===== config.mk =====
export PLATFORM = sky130hd
export DESIGN_NAME = ooo_core
export DESIGN_NICKNAME = d
export VERILOG_FILES = /design/src/verilog/ooo_pkg.sv /design/src/verilog/exec_unit.sv /design/src/verilog/ooo_core.sv /design/src/verilog/rename_stage.sv /design/src/verilog/rob.sv
export SDC_FILE = /design/constraint.sdc
export NUM_CORES = 2
export LEC_CHECK = 0
export BUFFER_PORTS_ARGS = -buffer_cell sky130_fd_sc_hd__buf_2
export CORE_MARGIN = 8
export CORE_UTILIZATION = 55
export DETAILED_ROUTE_END_ITERATION = 10
export GPL_TIMING_DRIVEN = 1
export PLACE_DENSITY = 0.73
export SYNTH_ARGS = -nofsm -noshare
export SYNTH_HDL_FRONTEND = slang
export SYNTH_SLANG_ARGS = --single-unit

===== constraint.sdc =====
create_clock -name clk -period 18.9 [get_ports clk]
set_input_delay 4.725 -clock clk [delete_from_list [all_inputs] [get_ports clk]]
set_output_delay 4.725 -clock clk [all_outputs]
set_load 0.03 [all_outputs]

===== src/verilog/ooo_pkg.sv =====
`default_nettype none

package ooo_pkg;

    parameter int xlen = 32;
    parameter int reg_bits = 3;
    parameter int pc_bits = 32;
    parameter int mul_latency = 3;

    typedef enum logic [2:0] {
        op_add,
        op_sub,
        op_and,
        op_xor,
        op_mul,
        op_beq,
        op_bne,
        op_sw
    } opcode_e;

    // per-entry lifecycle in the reorder buffer
    typedef enum logic [1:0] {
        st_free,
        st_busy,
        st_done
    } entry_state_e;

    // branches and stores leave the register file alone
    function automatic logic writes_reg(opcode_e op);
        return !(op == op_beq || op == op_bne || op == op_sw);
    endfunction

endpackage

`default_nettype wire


===== src/verilog/exec_unit.sv =====
`default_nettype none

module exec_unit #(
    parameter int rob_depth = 8,
    localparam int tag_bits = $clog2(rob_depth)
) (
    input  wire                             clk,
    input  wire                             arst_n,
    input  wire                             issue_valid,
    input  wire ooo_pkg::opcode_e           issue_op,
    input  wire [tag_bits-1:0]              issue_tag,
    input  wire [ooo_pkg::xlen-1:0]         issue_a,
    input  wire [ooo_pkg::xlen-1:0]         issue_b,
    input  wire [ooo_pkg::xlen-1:0]         issue_imm,
    input  wire [ooo_pkg::pc_bits-1:0]      issue_pc,
    input  wire                             issue_pred_taken,
    input  wire                             flush,
    output logic                            alu_valid,
    output logic [tag_bits-1:0]             alu_tag,
    output logic [ooo_pkg::xlen-1:0]        alu_data,
    output logic                            alu_taken,
    output logic [ooo_pkg::pc_bits-1:0]     alu_target,
    output logic [ooo_pkg::xlen-1:0]        alu_addr,
    output logic                            mul_valid,
    output logic [tag_bits-1:0]             mul_tag,
    output logic [ooo_pkg::xlen-1:0]        mul_data
);

    localparam int lat = ooo_pkg::mul_latency;

    logic [ooo_pkg::xlen-1:0] res;
    logic                     taken;
    logic                     is_mul;
    logic [lat-1:0]           mv_q;
    logic [tag_bits-1:0]      mtag_q [lat];
    logic [ooo_pkg::xlen-1:0] mdata_q [lat];

    assign is_mul = issue_op == ooo_pkg::op_mul;

    always_comb begin
        res = '0;
        taken = 1'b0;
        case (issue_op)
            ooo_pkg::op_add: res = issue_a + issue_b;
            ooo_pkg::op_sub: res = issue_a - issue_b;
            ooo_pkg::op_and: res = issue_a & issue_b;
            ooo_pkg::op_xor: res = issue_a ^ issue_b;
            ooo_pkg::op_beq: taken = issue_a == issue_b;
            ooo_pkg::op_bne: taken = issue_a != issue_b;
            ooo_pkg::op_sw:  res = issue_b;
            default: res = '0;
        endcase
        // branch result word flags a mispredict
        if (issue_op == ooo_pkg::op_beq || issue_op == ooo_pkg::op_bne) begin
            res = {{(ooo_pkg::xlen-1){1'b0}}, taken != issue_pred_taken};
        end
    end

    always_ff @(posedge clk or negedge arst_n) begin
        if (!arst_n) begin
            alu_valid <= 1'b0;
            mv_q <= '0;
        end else if (flush) begin
            alu_valid <= 1'b0;
            mv_q <= '0;
        end else begin
            alu_valid <= issue_valid && !is_mul;
            mv_q <= {mv_q[lat-2:0], issue_valid && is_mul};
        end
    end

    always_ff @(posedge clk) begin
        alu_tag <= issue_tag;
        alu_data <= res;
        alu_taken <= taken;
        alu_target <= taken ? issue_pc + issue_imm : issue_pc + 4;
        alu_addr <= issue_a + issue_imm;
        // product formed up front, then shifted down the pipe
        mtag_q[0] <= issue_tag;
        mdata_q[0] <= issue_a * issue_b;
        for (int i = 1; i < lat; i++) begin
            mtag_q[i] <= mtag_q[i-1];
            mdata_q[i] <= mdata_q[i-1];
        end
    end

    assign mul_valid = mv_q[lat-1];
    assign mul_tag = mtag_q[lat-1];
    assign mul_data = mdata_q[lat-1];

    // tags are unique while in flight
    assert property (@(posedge clk) disable iff (!arst_n)
        !(alu_valid && mul_valid && alu_tag == mul_tag));

endmodule

`default_nettype wire


===== src/verilog/ooo_core.sv =====
`default_nettype none

module ooo_core #(
    parameter int rob_depth = 8,
    localparam int tag_bits = $clog2(rob_depth)
) (
    input  wire                             clk,
    input  wire                             arst_n,
    input  wire                             in_valid,
    output logic                            in_ready,
    input  wire ooo_pkg::opcode_e           in_op,
    input  wire [ooo_pkg::reg_bits-1:0]     in_rd,
    input  wire [ooo_pkg::reg_bits-1:0]     in_rs1,
    input  wire [ooo_pkg::reg_bits-1:0]     in_rs2,
    input  wire [ooo_pkg::xlen-1:0]         in_imm,
    input  wire [ooo_pkg::pc_bits-1:0]      in_pc,
    input  wire                             in_pred_taken,
    output logic                            commit_valid,
    input  wire                             commit_ready,
    output logic [ooo_pkg::reg_bits-1:0]    commit_rd,
    output logic [ooo_pkg::xlen-1:0]        commit_data,
    output logic                            commit_is_store,
    output logic [ooo_pkg::xlen-1:0]        store_addr,
    output logic [ooo_pkg::xlen-1:0]        store_data,
    output logic                            flush,
    output logic [ooo_pkg::pc_bits-1:0]     redirect_pc
);

    // allocation and forwarding
    logic                            alloc_valid;
    ooo_pkg::opcode_e                alloc_op;
    logic [ooo_pkg::reg_bits-1:0]    alloc_rd;
    logic [ooo_pkg::pc_bits-1:0]     alloc_pc;
    logic                            alloc_pred_taken;
    logic [tag_bits-1:0]             alloc_tag;
    logic                            rob_full;
    logic [tag_bits-1:0]             fwd_tag_a;
    logic [tag_bits-1:0]             fwd_tag_b;
    logic                            fwd_done_a;
    logic [ooo_pkg::xlen-1:0]        fwd_data_a;
    logic                            fwd_done_b;
    logic [ooo_pkg::xlen-1:0]        fwd_data_b;

    // issue
    logic                            issue_valid;
    ooo_pkg::opcode_e                issue_op;
    logic [tag_bits-1:0]             issue_tag;
    logic [ooo_pkg::xlen-1:0]        issue_a;
    logic [ooo_pkg::xlen-1:0]        issue_b;
    logic [ooo_pkg::xlen-1:0]        issue_imm;
    logic [ooo_pkg::pc_bits-1:0]     issue_pc;
    logic                            issue_pred_taken;

    // completion and retire
    logic                            alu_valid;
    logic [tag_bits-1:0]             alu_tag;
    logic [ooo_pkg::xlen-1:0]        alu_data;
    logic                            alu_taken;
    logic [ooo_pkg::pc_bits-1:0]     alu_target;
    logic [ooo_pkg::xlen-1:0]        alu_addr;
    logic                            mul_valid;
    logic [tag_bits-1:0]             mul_tag;
    logic [ooo_pkg::xlen-1:0]        mul_data;
    logic                            ret_valid;
    logic [ooo_pkg::reg_bits-1:0]    ret_rd;
    logic [ooo_pkg::xlen-1:0]        ret_data;
    logic [tag_bits-1:0]             ret_tag;

    rename_stage #(.rob_depth(rob_depth)) i_rename (.*);

    exec_unit #(.rob_depth(rob_depth)) i_exec (.*);

    rob #(.rob_depth(rob_depth)) i_rob (.*);

endmodule

`default_nettype wire


===== src/verilog/rename_stage.sv =====
`default_nettype none

module rename_stage #(
    parameter int rob_depth = 8,
    localparam int tag_bits = $clog2(rob_depth)
) (
    input  wire                             clk,
    input  wire                             arst_n,
    input  wire                             in_valid,
    output logic                            in_ready,
    input  wire ooo_pkg::opcode_e           in_op,
    input  wire [ooo_pkg::reg_bits-1:0]     in_rd,
    input  wire [ooo_pkg::reg_bits-1:0]     in_rs1,
    input  wire [ooo_pkg::reg_bits-1:0]     in_rs2,
    input  wire [ooo_pkg::xlen-1:0]         in_imm,
    input  wire [ooo_pkg::pc_bits-1:0]      in_pc,
    input  wire                             in_pred_taken,
    output logic                            alloc_valid,
    output ooo_pkg::opcode_e                alloc_op,
    output logic [ooo_pkg::reg_bits-1:0]    alloc_rd,
    output logic [ooo_pkg::pc_bits-1:0]     alloc_pc,
    output logic                            alloc_pred_taken,
    input  wire [tag_bits-1:0]              alloc_tag,
    input  wire                             rob_full,
    output logic [tag_bits-1:0]             fwd_tag_a,
    output logic [tag_bits-1:0]             fwd_tag_b,
    input  wire                             fwd_done_a,
    input  wire [ooo_pkg::xlen-1:0]         fwd_data_a,
    input  wire                             fwd_done_b,
    input  wire [ooo_pkg::xlen-1:0]         fwd_data_b,
    input  wire                             ret_valid,
    input  wire [ooo_pkg::reg_bits-1:0]     ret_rd,
    input  wire [ooo_pkg::xlen-1:0]         ret_data,
    input  wire [tag_bits-1:0]              ret_tag,
    input  wire                             flush,
    output logic                            issue_valid,
    output ooo_pkg::opcode_e                issue_op,
    output logic [tag_bits-1:0]             issue_tag,
    output logic [ooo_pkg::xlen-1:0]        issue_a,
    output logic [ooo_pkg::xlen-1:0]        issue_b,
    output logic [ooo_pkg::xlen-1:0]        issue_imm,
    output logic [ooo_pkg::pc_bits-1:0]     issue_pc,
    output logic                            issue_pred_taken
);

    localparam int num_regs = 1 << ooo_pkg::reg_bits;

    logic [ooo_pkg::xlen-1:0] regs [num_regs];
    logic [num_regs-1:0]      busy_q;
    logic [tag_bits-1:0]      tag_q [num_regs];
    logic                     run_q;
    logic                     stall_a;
    logic                     stall_b;
    logic [ooo_pkg::xlen-1:0] val_a;
    logic [ooo_pkg::xlen-1:0] val_b;
    logic                     fire;

    assign fwd_tag_a = tag_q[in_rs1];
    assign fwd_tag_b = tag_q[in_rs2];

    // busy source: forward if the producer is done, otherwise wait
    always_comb begin
        stall_a = 1'b0;
        stall_b = 1'b0;
        val_a = regs[in_rs1];
        val_b = regs[in_rs2];
        if (busy_q[in_rs1]) begin
            val_a = fwd_data_a;
            stall_a = !fwd_done_a;
        end
        if (busy_q[in_rs2]) begin
            val_b = fwd_data_b;
            stall_b = !fwd_done_b;
        end
    end

    assign in_ready = run_q && !flush && !rob_full && !stall_a && !stall_b;
    assign fire = in_valid && in_ready;

    assign alloc_valid = fire;
    assign alloc_op = in_op;
    assign alloc_rd = in_rd;
    assign alloc_pc = in_pc;
    assign alloc_pred_taken = in_pred_taken;

    always_ff @(posedge clk or negedge arst_n) begin
        if (!arst_n) begin
            run_q <= 1'b0;
            busy_q <= '0;
            issue_valid <= 1'b0;
            // register i starts out holding i
            for (int i = 0; i < num_regs; i++) begin
                regs[i] <= ooo_pkg::xlen'(i);
            end
        end else begin
            run_q <= 1'b1;
            issue_valid <= fire;
            if (ret_valid && ret_rd != '0) begin
                regs[ret_rd] <= ret_data;
                // a newer writer keeps its claim
                if (tag_q[ret_rd] == ret_tag) begin
                    busy_q[ret_rd] <= 1'b0;
                end
            end
            if (flush) begin
                busy_q <= '0;
            end else if (fire && ooo_pkg::writes_reg(in_op) && in_rd != '0) begin
                busy_q[in_rd] <= 1'b1;
            end
        end
    end

    always_ff @(posedge clk) begin
        if (fire) begin
            if (ooo_pkg::writes_reg(in_op) && in_rd != '0) begin
                tag_q[in_rd] <= alloc_tag;
            end
            issue_op <= in_op;
            issue_tag <= alloc_tag;
            issue_a <= val_a;
            issue_b <= val_b;
            issue_imm <= in_imm;
            issue_pc <= in_pc;
            issue_pred_taken <= in_pred_taken;
        end
    end

    // nothing accepted in the flush cycle may reach execution
    assert property (@(posedge clk) disable iff (!arst_n) flush |=> !issue_valid);

endmodule

`default_nettype wire


===== src/verilog/rob.sv =====
`default_nettype none

module rob #(
    parameter int rob_depth = 8,
    localparam int tag_bits = $clog2(rob_depth)
) (
    input  wire                             clk,
    input  wire                             arst_n,
    input  wire                             alloc_valid,
    input  wire ooo_pkg::opcode_e           alloc_op,
    input  wire [ooo_pkg::reg_bits-1:0]     alloc_rd,
    input  wire [ooo_pkg::pc_bits-1:0]      alloc_pc,
    input  wire                             alloc_pred_taken,
    output logic [tag_bits-1:0]             alloc_tag,
    output logic                            rob_full,
    input  wire [tag_bits-1:0]              fwd_tag_a,
    input  wire [tag_bits-1:0]              fwd_tag_b,
    output logic                            fwd_done_a,
    output logic [ooo_pkg::xlen-1:0]        fwd_data_a,
    output logic                            fwd_done_b,
    output logic [ooo_pkg::xlen-1:0]        fwd_data_b,
    input  wire                             alu_valid,
    input  wire [tag_bits-1:0]              alu_tag,
    input  wire [ooo_pkg::xlen-1:0]         alu_data,
    input  wire                             alu_taken,
    input  wire [ooo_pkg::pc_bits-1:0]      alu_target,
    input  wire [ooo_pkg::xlen-1:0]         alu_addr,
    input  wire                             mul_valid,
    input  wire [tag_bits-1:0]              mul_tag,
    input  wire [ooo_pkg::xlen-1:0]         mul_data,
    output logic                            commit_valid,
    input  wire                             commit_ready,
    output logic [ooo_pkg::reg_bits-1:0]    commit_rd,
    output logic [ooo_pkg::xlen-1:0]        commit_data,
    output logic                            commit_is_store,
    output logic [ooo_pkg::xlen-1:0]        store_addr,
    output logic [ooo_pkg::xlen-1:0]        store_data,
    output logic                            ret_valid,
    output logic [ooo_pkg::reg_bits-1:0]    ret_rd,
    output logic [ooo_pkg::xlen-1:0]        ret_data,
    output logic [tag_bits-1:0]             ret_tag,
    output logic                            flush,
    output logic [ooo_pkg::pc_bits-1:0]     redirect_pc
);

    ooo_pkg::entry_state_e           state_q  [rob_depth];
    ooo_pkg::opcode_e                op_q     [rob_depth];
    logic [ooo_pkg::reg_bits-1:0]    rd_q     [rob_depth];
    logic [ooo_pkg::xlen-1:0]        data_q   [rob_depth];
    logic                            pred_q   [rob_depth];
    logic                            taken_q  [rob_depth];
    logic [ooo_pkg::pc_bits-1:0]     target_q [rob_depth];
    logic [ooo_pkg::xlen-1:0]        addr_q   [rob_depth];
    logic [tag_bits-1:0]             head_q;
    logic [tag_bits-1:0]             tail_q;
    logic [tag_bits:0]               count_q;
    logic                            commit_fire;
    logic                            head_branch;

    assign alloc_tag = tail_q;
    assign rob_full = count_q == rob_depth;

    assign fwd_done_a = state_q[fwd_tag_a] == ooo_pkg::st_done;
    assign fwd_data_a = data_q[fwd_tag_a];
    assign fwd_done_b = state_q[fwd_tag_b] == ooo_pkg::st_done;
    assign fwd_data_b = data_q[fwd_tag_b];

    // free entries are never done, so an empty buffer shows no commit
    assign commit_valid = state_q[head_q] == ooo_pkg::st_done;
    assign commit_fire = commit_valid && commit_ready;
    assign head_branch = op_q[head_q] == ooo_pkg::op_beq || op_q[head_q] == ooo_pkg::op_bne;

    assign commit_rd = rd_q[head_q];
    assign commit_data = data_q[head_q];
    assign commit_is_store = op_q[head_q] == ooo_pkg::op_sw;
    assign store_addr = addr_q[head_q];
    assign store_data = data_q[head_q];

    assign ret_valid = commit_fire;
    assign ret_rd = rd_q[head_q];
    assign ret_data = data_q[head_q];
    assign ret_tag = head_q;

    assign flush = commit_fire && head_branch && (taken_q[head_q] != pred_q[head_q]);
    assign redirect_pc = target_q[head_q];

    always_ff @(posedge clk or negedge arst_n) begin
        if (!arst_n) begin
            head_q <= '0;
            tail_q <= '0;
            count_q <= '0;
            for (int i = 0; i < rob_depth; i++) begin
                state_q[i] <= ooo_pkg::st_free;
            end
        end else if (flush) begin
            // everything behind the branch is wrong path
            head_q <= '0;
            tail_q <= '0;
            count_q <= '0;
            for (int i = 0; i < rob_depth; i++) begin
                state_q[i] <= ooo_pkg::st_free;
            end
        end else begin
            if (alloc_valid) begin
                state_q[tail_q] <= ooo_pkg::st_busy;
                tail_q <= tail_q + 1'b1;
            end
            if (alu_valid) begin
                state_q[alu_tag] <= ooo_pkg::st_done;
            end
            if (mul_valid) begin
                state_q[mul_tag] <= ooo_pkg::st_done;
            end
            if (commit_fire) begin
                state_q[head_q] <= ooo_pkg::st_free;
                head_q <= head_q + 1'b1;
            end
            count_q <= count_q + (tag_bits+1)'(alloc_valid) - (tag_bits+1)'(commit_fire);
        end
    end

    always_ff @(posedge clk) begin
        if (alloc_valid) begin
            op_q[tail_q] <= alloc_op;
            rd_q[tail_q] <= ooo_pkg::writes_reg(alloc_op) ? alloc_rd : '0;
            pred_q[tail_q] <= alloc_pred_taken;
            // fall-through pc until the branch resolves
            target_q[tail_q] <= alloc_pc + 4;
        end
        if (alu_valid) begin
            data_q[alu_tag] <= alu_data;
            taken_q[alu_tag] <= alu_taken;
            target_q[alu_tag] <= alu_target;
            addr_q[alu_tag] <= alu_addr;
        end
        if (mul_valid) begin
            data_q[mul_tag] <= mul_data;
            taken_q[mul_tag] <= 1'b0;
        end
    end

    // a completion must belong to a live entry
    assert property (@(posedge clk) disable iff (!arst_n)
        alu_valid |-> state_q[alu_tag] != ooo_pkg::st_free);
    assert property (@(posedge clk) disable iff (!arst_n)
        mul_valid |-> state_q[mul_tag] != ooo_pkg::st_free);
    assert property (@(posedge clk) disable iff (!arst_n) count_q <= rob_depth);

endmodule

`default_nettype wire

==> implementation parameters <==
Parameter                              Value

Timing
  Maximum clock rate    between 70 and 80 MHz
  Number of failing setup endpoints in the final timing report    0
  Number of hold violations in the final report    0
  Final setup skew    around 0.043 ns
  Worst Max-Slew Pin Slew    roughly 1.3 ns
  Final worst path period share    0.695
  Max-slew headroom at the worst pin    0.164
  Setup repair after global routing missed its margin    false
  Max Slew Vio Count    0
  Setup Total Neg Slack    0 ns
  Final critical delay including setup and external delays    ~13 ns

Worst setup path
  Endpoint kind of the worst setup timing path    output pin
  Data arrival time of the critical path    8.41 ns
  CP Class    in -> out
  Largest stage delay on the critical path    0.73 ns
  Highest fanout seen on the critical path    a little under 70
  Capture point of the worst reg-to-reg path    i_exec.mdata_q[0][31]
  Critical register-to-register path startpoint    i_rename.issue_a[1]
  Startpoint types    primary input
  Crit path cell chain    buf_4 > mux4_2 > mux2i_4 > buf_4 > o21ai_0 > mux4_2 > o22ai_1 > nor3_1 > buf_2
  R2r worst-path depth    26
  Worst EP required    about 14 ns
  Worst-case register-to-register setup slack    around 11 ns
  Master of the slowest instance on the critical path    sky130_fd_sc_hd__buf_4

Synthesis
  Cell area after synthesis    about 90000 um2
  Predominant post-synthesis flop cell    sky130_fd_sc_hd__edfxtp_1
  Combinational family with the most area after synthesis    simple AND/OR/NAND/NOR gates
  Synthesized-area fraction occupied by xor and xnor cells    0.0207
  Register bit count reported by yosys    1489
  Synthesized-area fraction occupied by and/or/nand/nor cells    0.131
  Count of cell types in the netlist    between 90 and 100
  Gate count of the mapped netlist    a little over 8000
  Share of synthesized cell area in full adder, half adder and majority cells    0.129
  Proportion of synthesized chip area in sequential cells    0.464
  Proportion of synthesized flip-flops having asynchronous set or reset    0.199
  Yosys synthesis warning count    0
  Area fraction in compound gates after synthesis    0.120
  Number of enable flip-flop cells after synthesis    a little under 1000
  Proportion of synthesized area in mux cells    0.0819
  Synthesized area divided by synthesized cell count    between 10 and 15 um2

CTS
  Post-CTS setup buffer count    0
  Resize count post-CTS    0
  CTS buffer count    about 150
  Root buffer cell    sky130_fd_sc_hd__clkbuf_16
  Later-pin clock latency in the skew report    0.79 ns
  Clock-pin slew of the registers on the worst-case setup and hold paths    about 0.060 ns
  Level count of the clock H-tree    4
  Hold_buf cts    0
  Max Root-Sink Buffers    3
  CTS tree    built
  # clock sinks    roughly 1500

Floorplanning
  Total die area    ~170000 um2
  Die Span Y    about 420 um
  Initial core utilization    0.553
  Count of pins on the block boundary    roughly 220
  Row Count    147
  CORE AREA    about 160000 um2
  Die width    between 400 and 500 um

Final layout
  Final-layout fill cell count    12800
  Final layout net count    between 8000 and 9000
  Multi-input combinational cell area    43100 um2
  Synth-to-layout area growth    8.46%
  Sequential cell area in the final layout    roughly 41000 um2
  Proportion of layout cells with a drive suffix above 1    0.130

Detailed routing
  Vias    between 60000 and 70000
  Drt wl/cell    between 20 and 30 um
  Drt initial violations    8571
  Avg Vias per Cell    roughly 6.4
  Routed wire length    274000 um
  TritonRoute pass-1 iters    6
  Post-route ant nets    0
  DRC viols    0

Global routing
  Met3 track demand over resource    0.0625
  Layer carrying the most global-route usage    met2
  Number of antenna violations at the first check in global routing    12
  Overflow left after global routing    0
  All-Layer GR Usage    0.306
  Global-route met1 utilization    0.411
  Wire length of the first global-routing pass    ~410000 um
  Maximum number of pins on one net before global-route repair    between 150 and 200
  Vias in the first global route    around 66000
  Met2 track demand over resource    0.480

Placement
  Routability congestion estimate from global placement    around 0.95
  DP HPWL    between 150000 and 200000 um
  Count of port buffers added during placement    between 200 and 250

Hold path
  Min-Delay Path Depth    0
  End of the worst hold path    i_exec.mdata_q[0][59]
  Type of the worst min-delay path    reg -> reg
  Hold wc startpoint    i_exec.mdata_q[0][27]

Run
  Count of maximum capacitance violations    0

Run status
  Outcome    complete, no violations
-- per-layer routing --
layer  vias up  share of wire
met3       969           0.11
met4         6          0.056
met1     32800           0.38
met5         -        0.00015
li1      28900              -
met2      4400           0.45
-- cell type report --
class,instances,share of cell area
Clock inverter,60,0.00712
Timing Repair Buffer,343,0.0218
Inverter,548,0.0214
Multi-Input combinational cell,5589,0.448
Sequential cell,1489,0.428
Tap cell,2160,0.0281
Clock buffer,228,0.0457
Antenna cell,5,0.000130
-- kinds of logic after synthesis --
family          count (synthesis)
simple gates                 2572
compound gates               1631
flops                        1489
buf+inv                      1211
fa+ha+maj                     670
mux                           502
xor+xnor                      210
other cells                     2
-- state kept, by name, indices dropped and copies added, names as in the netlist, 32 cells and up --
register            cells
i_rename.regs         256
i_rob.addr_q          256
i_rob.data_q          256
i_rob.target_q        256
i_exec.mdata_q         96
i_exec.alu_addr        32
i_exec.alu_data        32
i_exec.alu_target      32
i_rename.issue_a       32
i_rename.issue_b       32
i_rename.issue_imm     32
i_rename.issue_pc      32
-- critical path: cells and delay by family --
kind | cells | cell delay, ns
buffers and inverters | 3 | 1.51
muxes | 3 | 1.27
and+or+nand+nor | 1 | 0.16
AOI/OAI and AO/OA | 2 | 0.70
-- layout by cell type, fill, tap and decap left out, types with 210 or more instances in the layout --
cell | synthesis | routed
sky130_fd_sc_hd__ha_1 | 257 | 257
sky130_fd_sc_hd__dfrtp_1 | 284 | 284
sky130_fd_sc_hd__dfxtp_1 | 210 | 210
sky130_fd_sc_hd__nand2_1 | 1080 | 1073
sky130_fd_sc_hd__buf_2 | 15 | 210
sky130_fd_sc_hd__mux2_2 | 236 | 234
sky130_fd_sc_hd__fa_1 | 413 | 413
sky130_fd_sc_hd__a21oi_1 | 689 | 689
sky130_fd_sc_hd__edfxtp_1 | 983 | 983
sky130_fd_sc_hd__nor2_1 | 697 | 692
sky130_fd_sc_hd__and2_1 | 248 | 242
sky130_fd_sc_hd__inv_1 | 543 | 531
sky130_fd_sc_hd__a22oi_1 | 412 | 412
-- worst max path at each step --
stage,start,endpoint,slack [ns],cells past startpoint
final,in_rs1[0],in_ready,5.76,9
after global routing,in_rs1[0],in_ready,5.63,9
after CTS,in_rs1[0],in_ready,5.80,9
after detailed placement,in_rs1[0],in_ready,5.80,9
after global placement,in_rs1[0],in_ready,5.84,9
after floorplan,in_rs1[0],in_ready,7.13,8
-- synth_stat cells (all sizes together) (111+ instances only) --
cell / count / area share
a21oi: 689 / 0.039
a22oi: 412 / 0.035
a311oi: 129 / 0.013
and2: 248 / 0.017
buf: 157 / 0.0088
clkbuf: 506 / 0.022
dfrtp: 284 / 0.080
dfxtp: 210 / 0.047
edfxtp: 983 / 0.33
fa: 413 / 0.093
ha: 257 / 0.036
inv: 545 / 0.023
mux2: 237 / 0.030
mux2i: 111 / 0.013
mux4: 154 / 0.039
nand2: 1082 / 0.046
nand3: 182 / 0.010
nor2: 701 / 0.030
xnor2: 137 / 0.014
-- metrics by stage --
stage	setup WS, ns	instance area [um2]	hold WS [ns]	utilization	instances
after floorplan	7.13	88700	0.310	-	8289
after global placement	5.84	91100	0.311	0.568	10100
after detailed placement	5.80	91100	0.312	0.568	10100
after CTS	5.80	96200	0.320	0.600	10400
after global routing	5.63	96200	0.329	0.600	10400
final	5.76	96200	0.313	0.600	10400
Power is not shown: default switching activity piles up to over one toggle a cycle in this logic, so the estimate is an artifact.
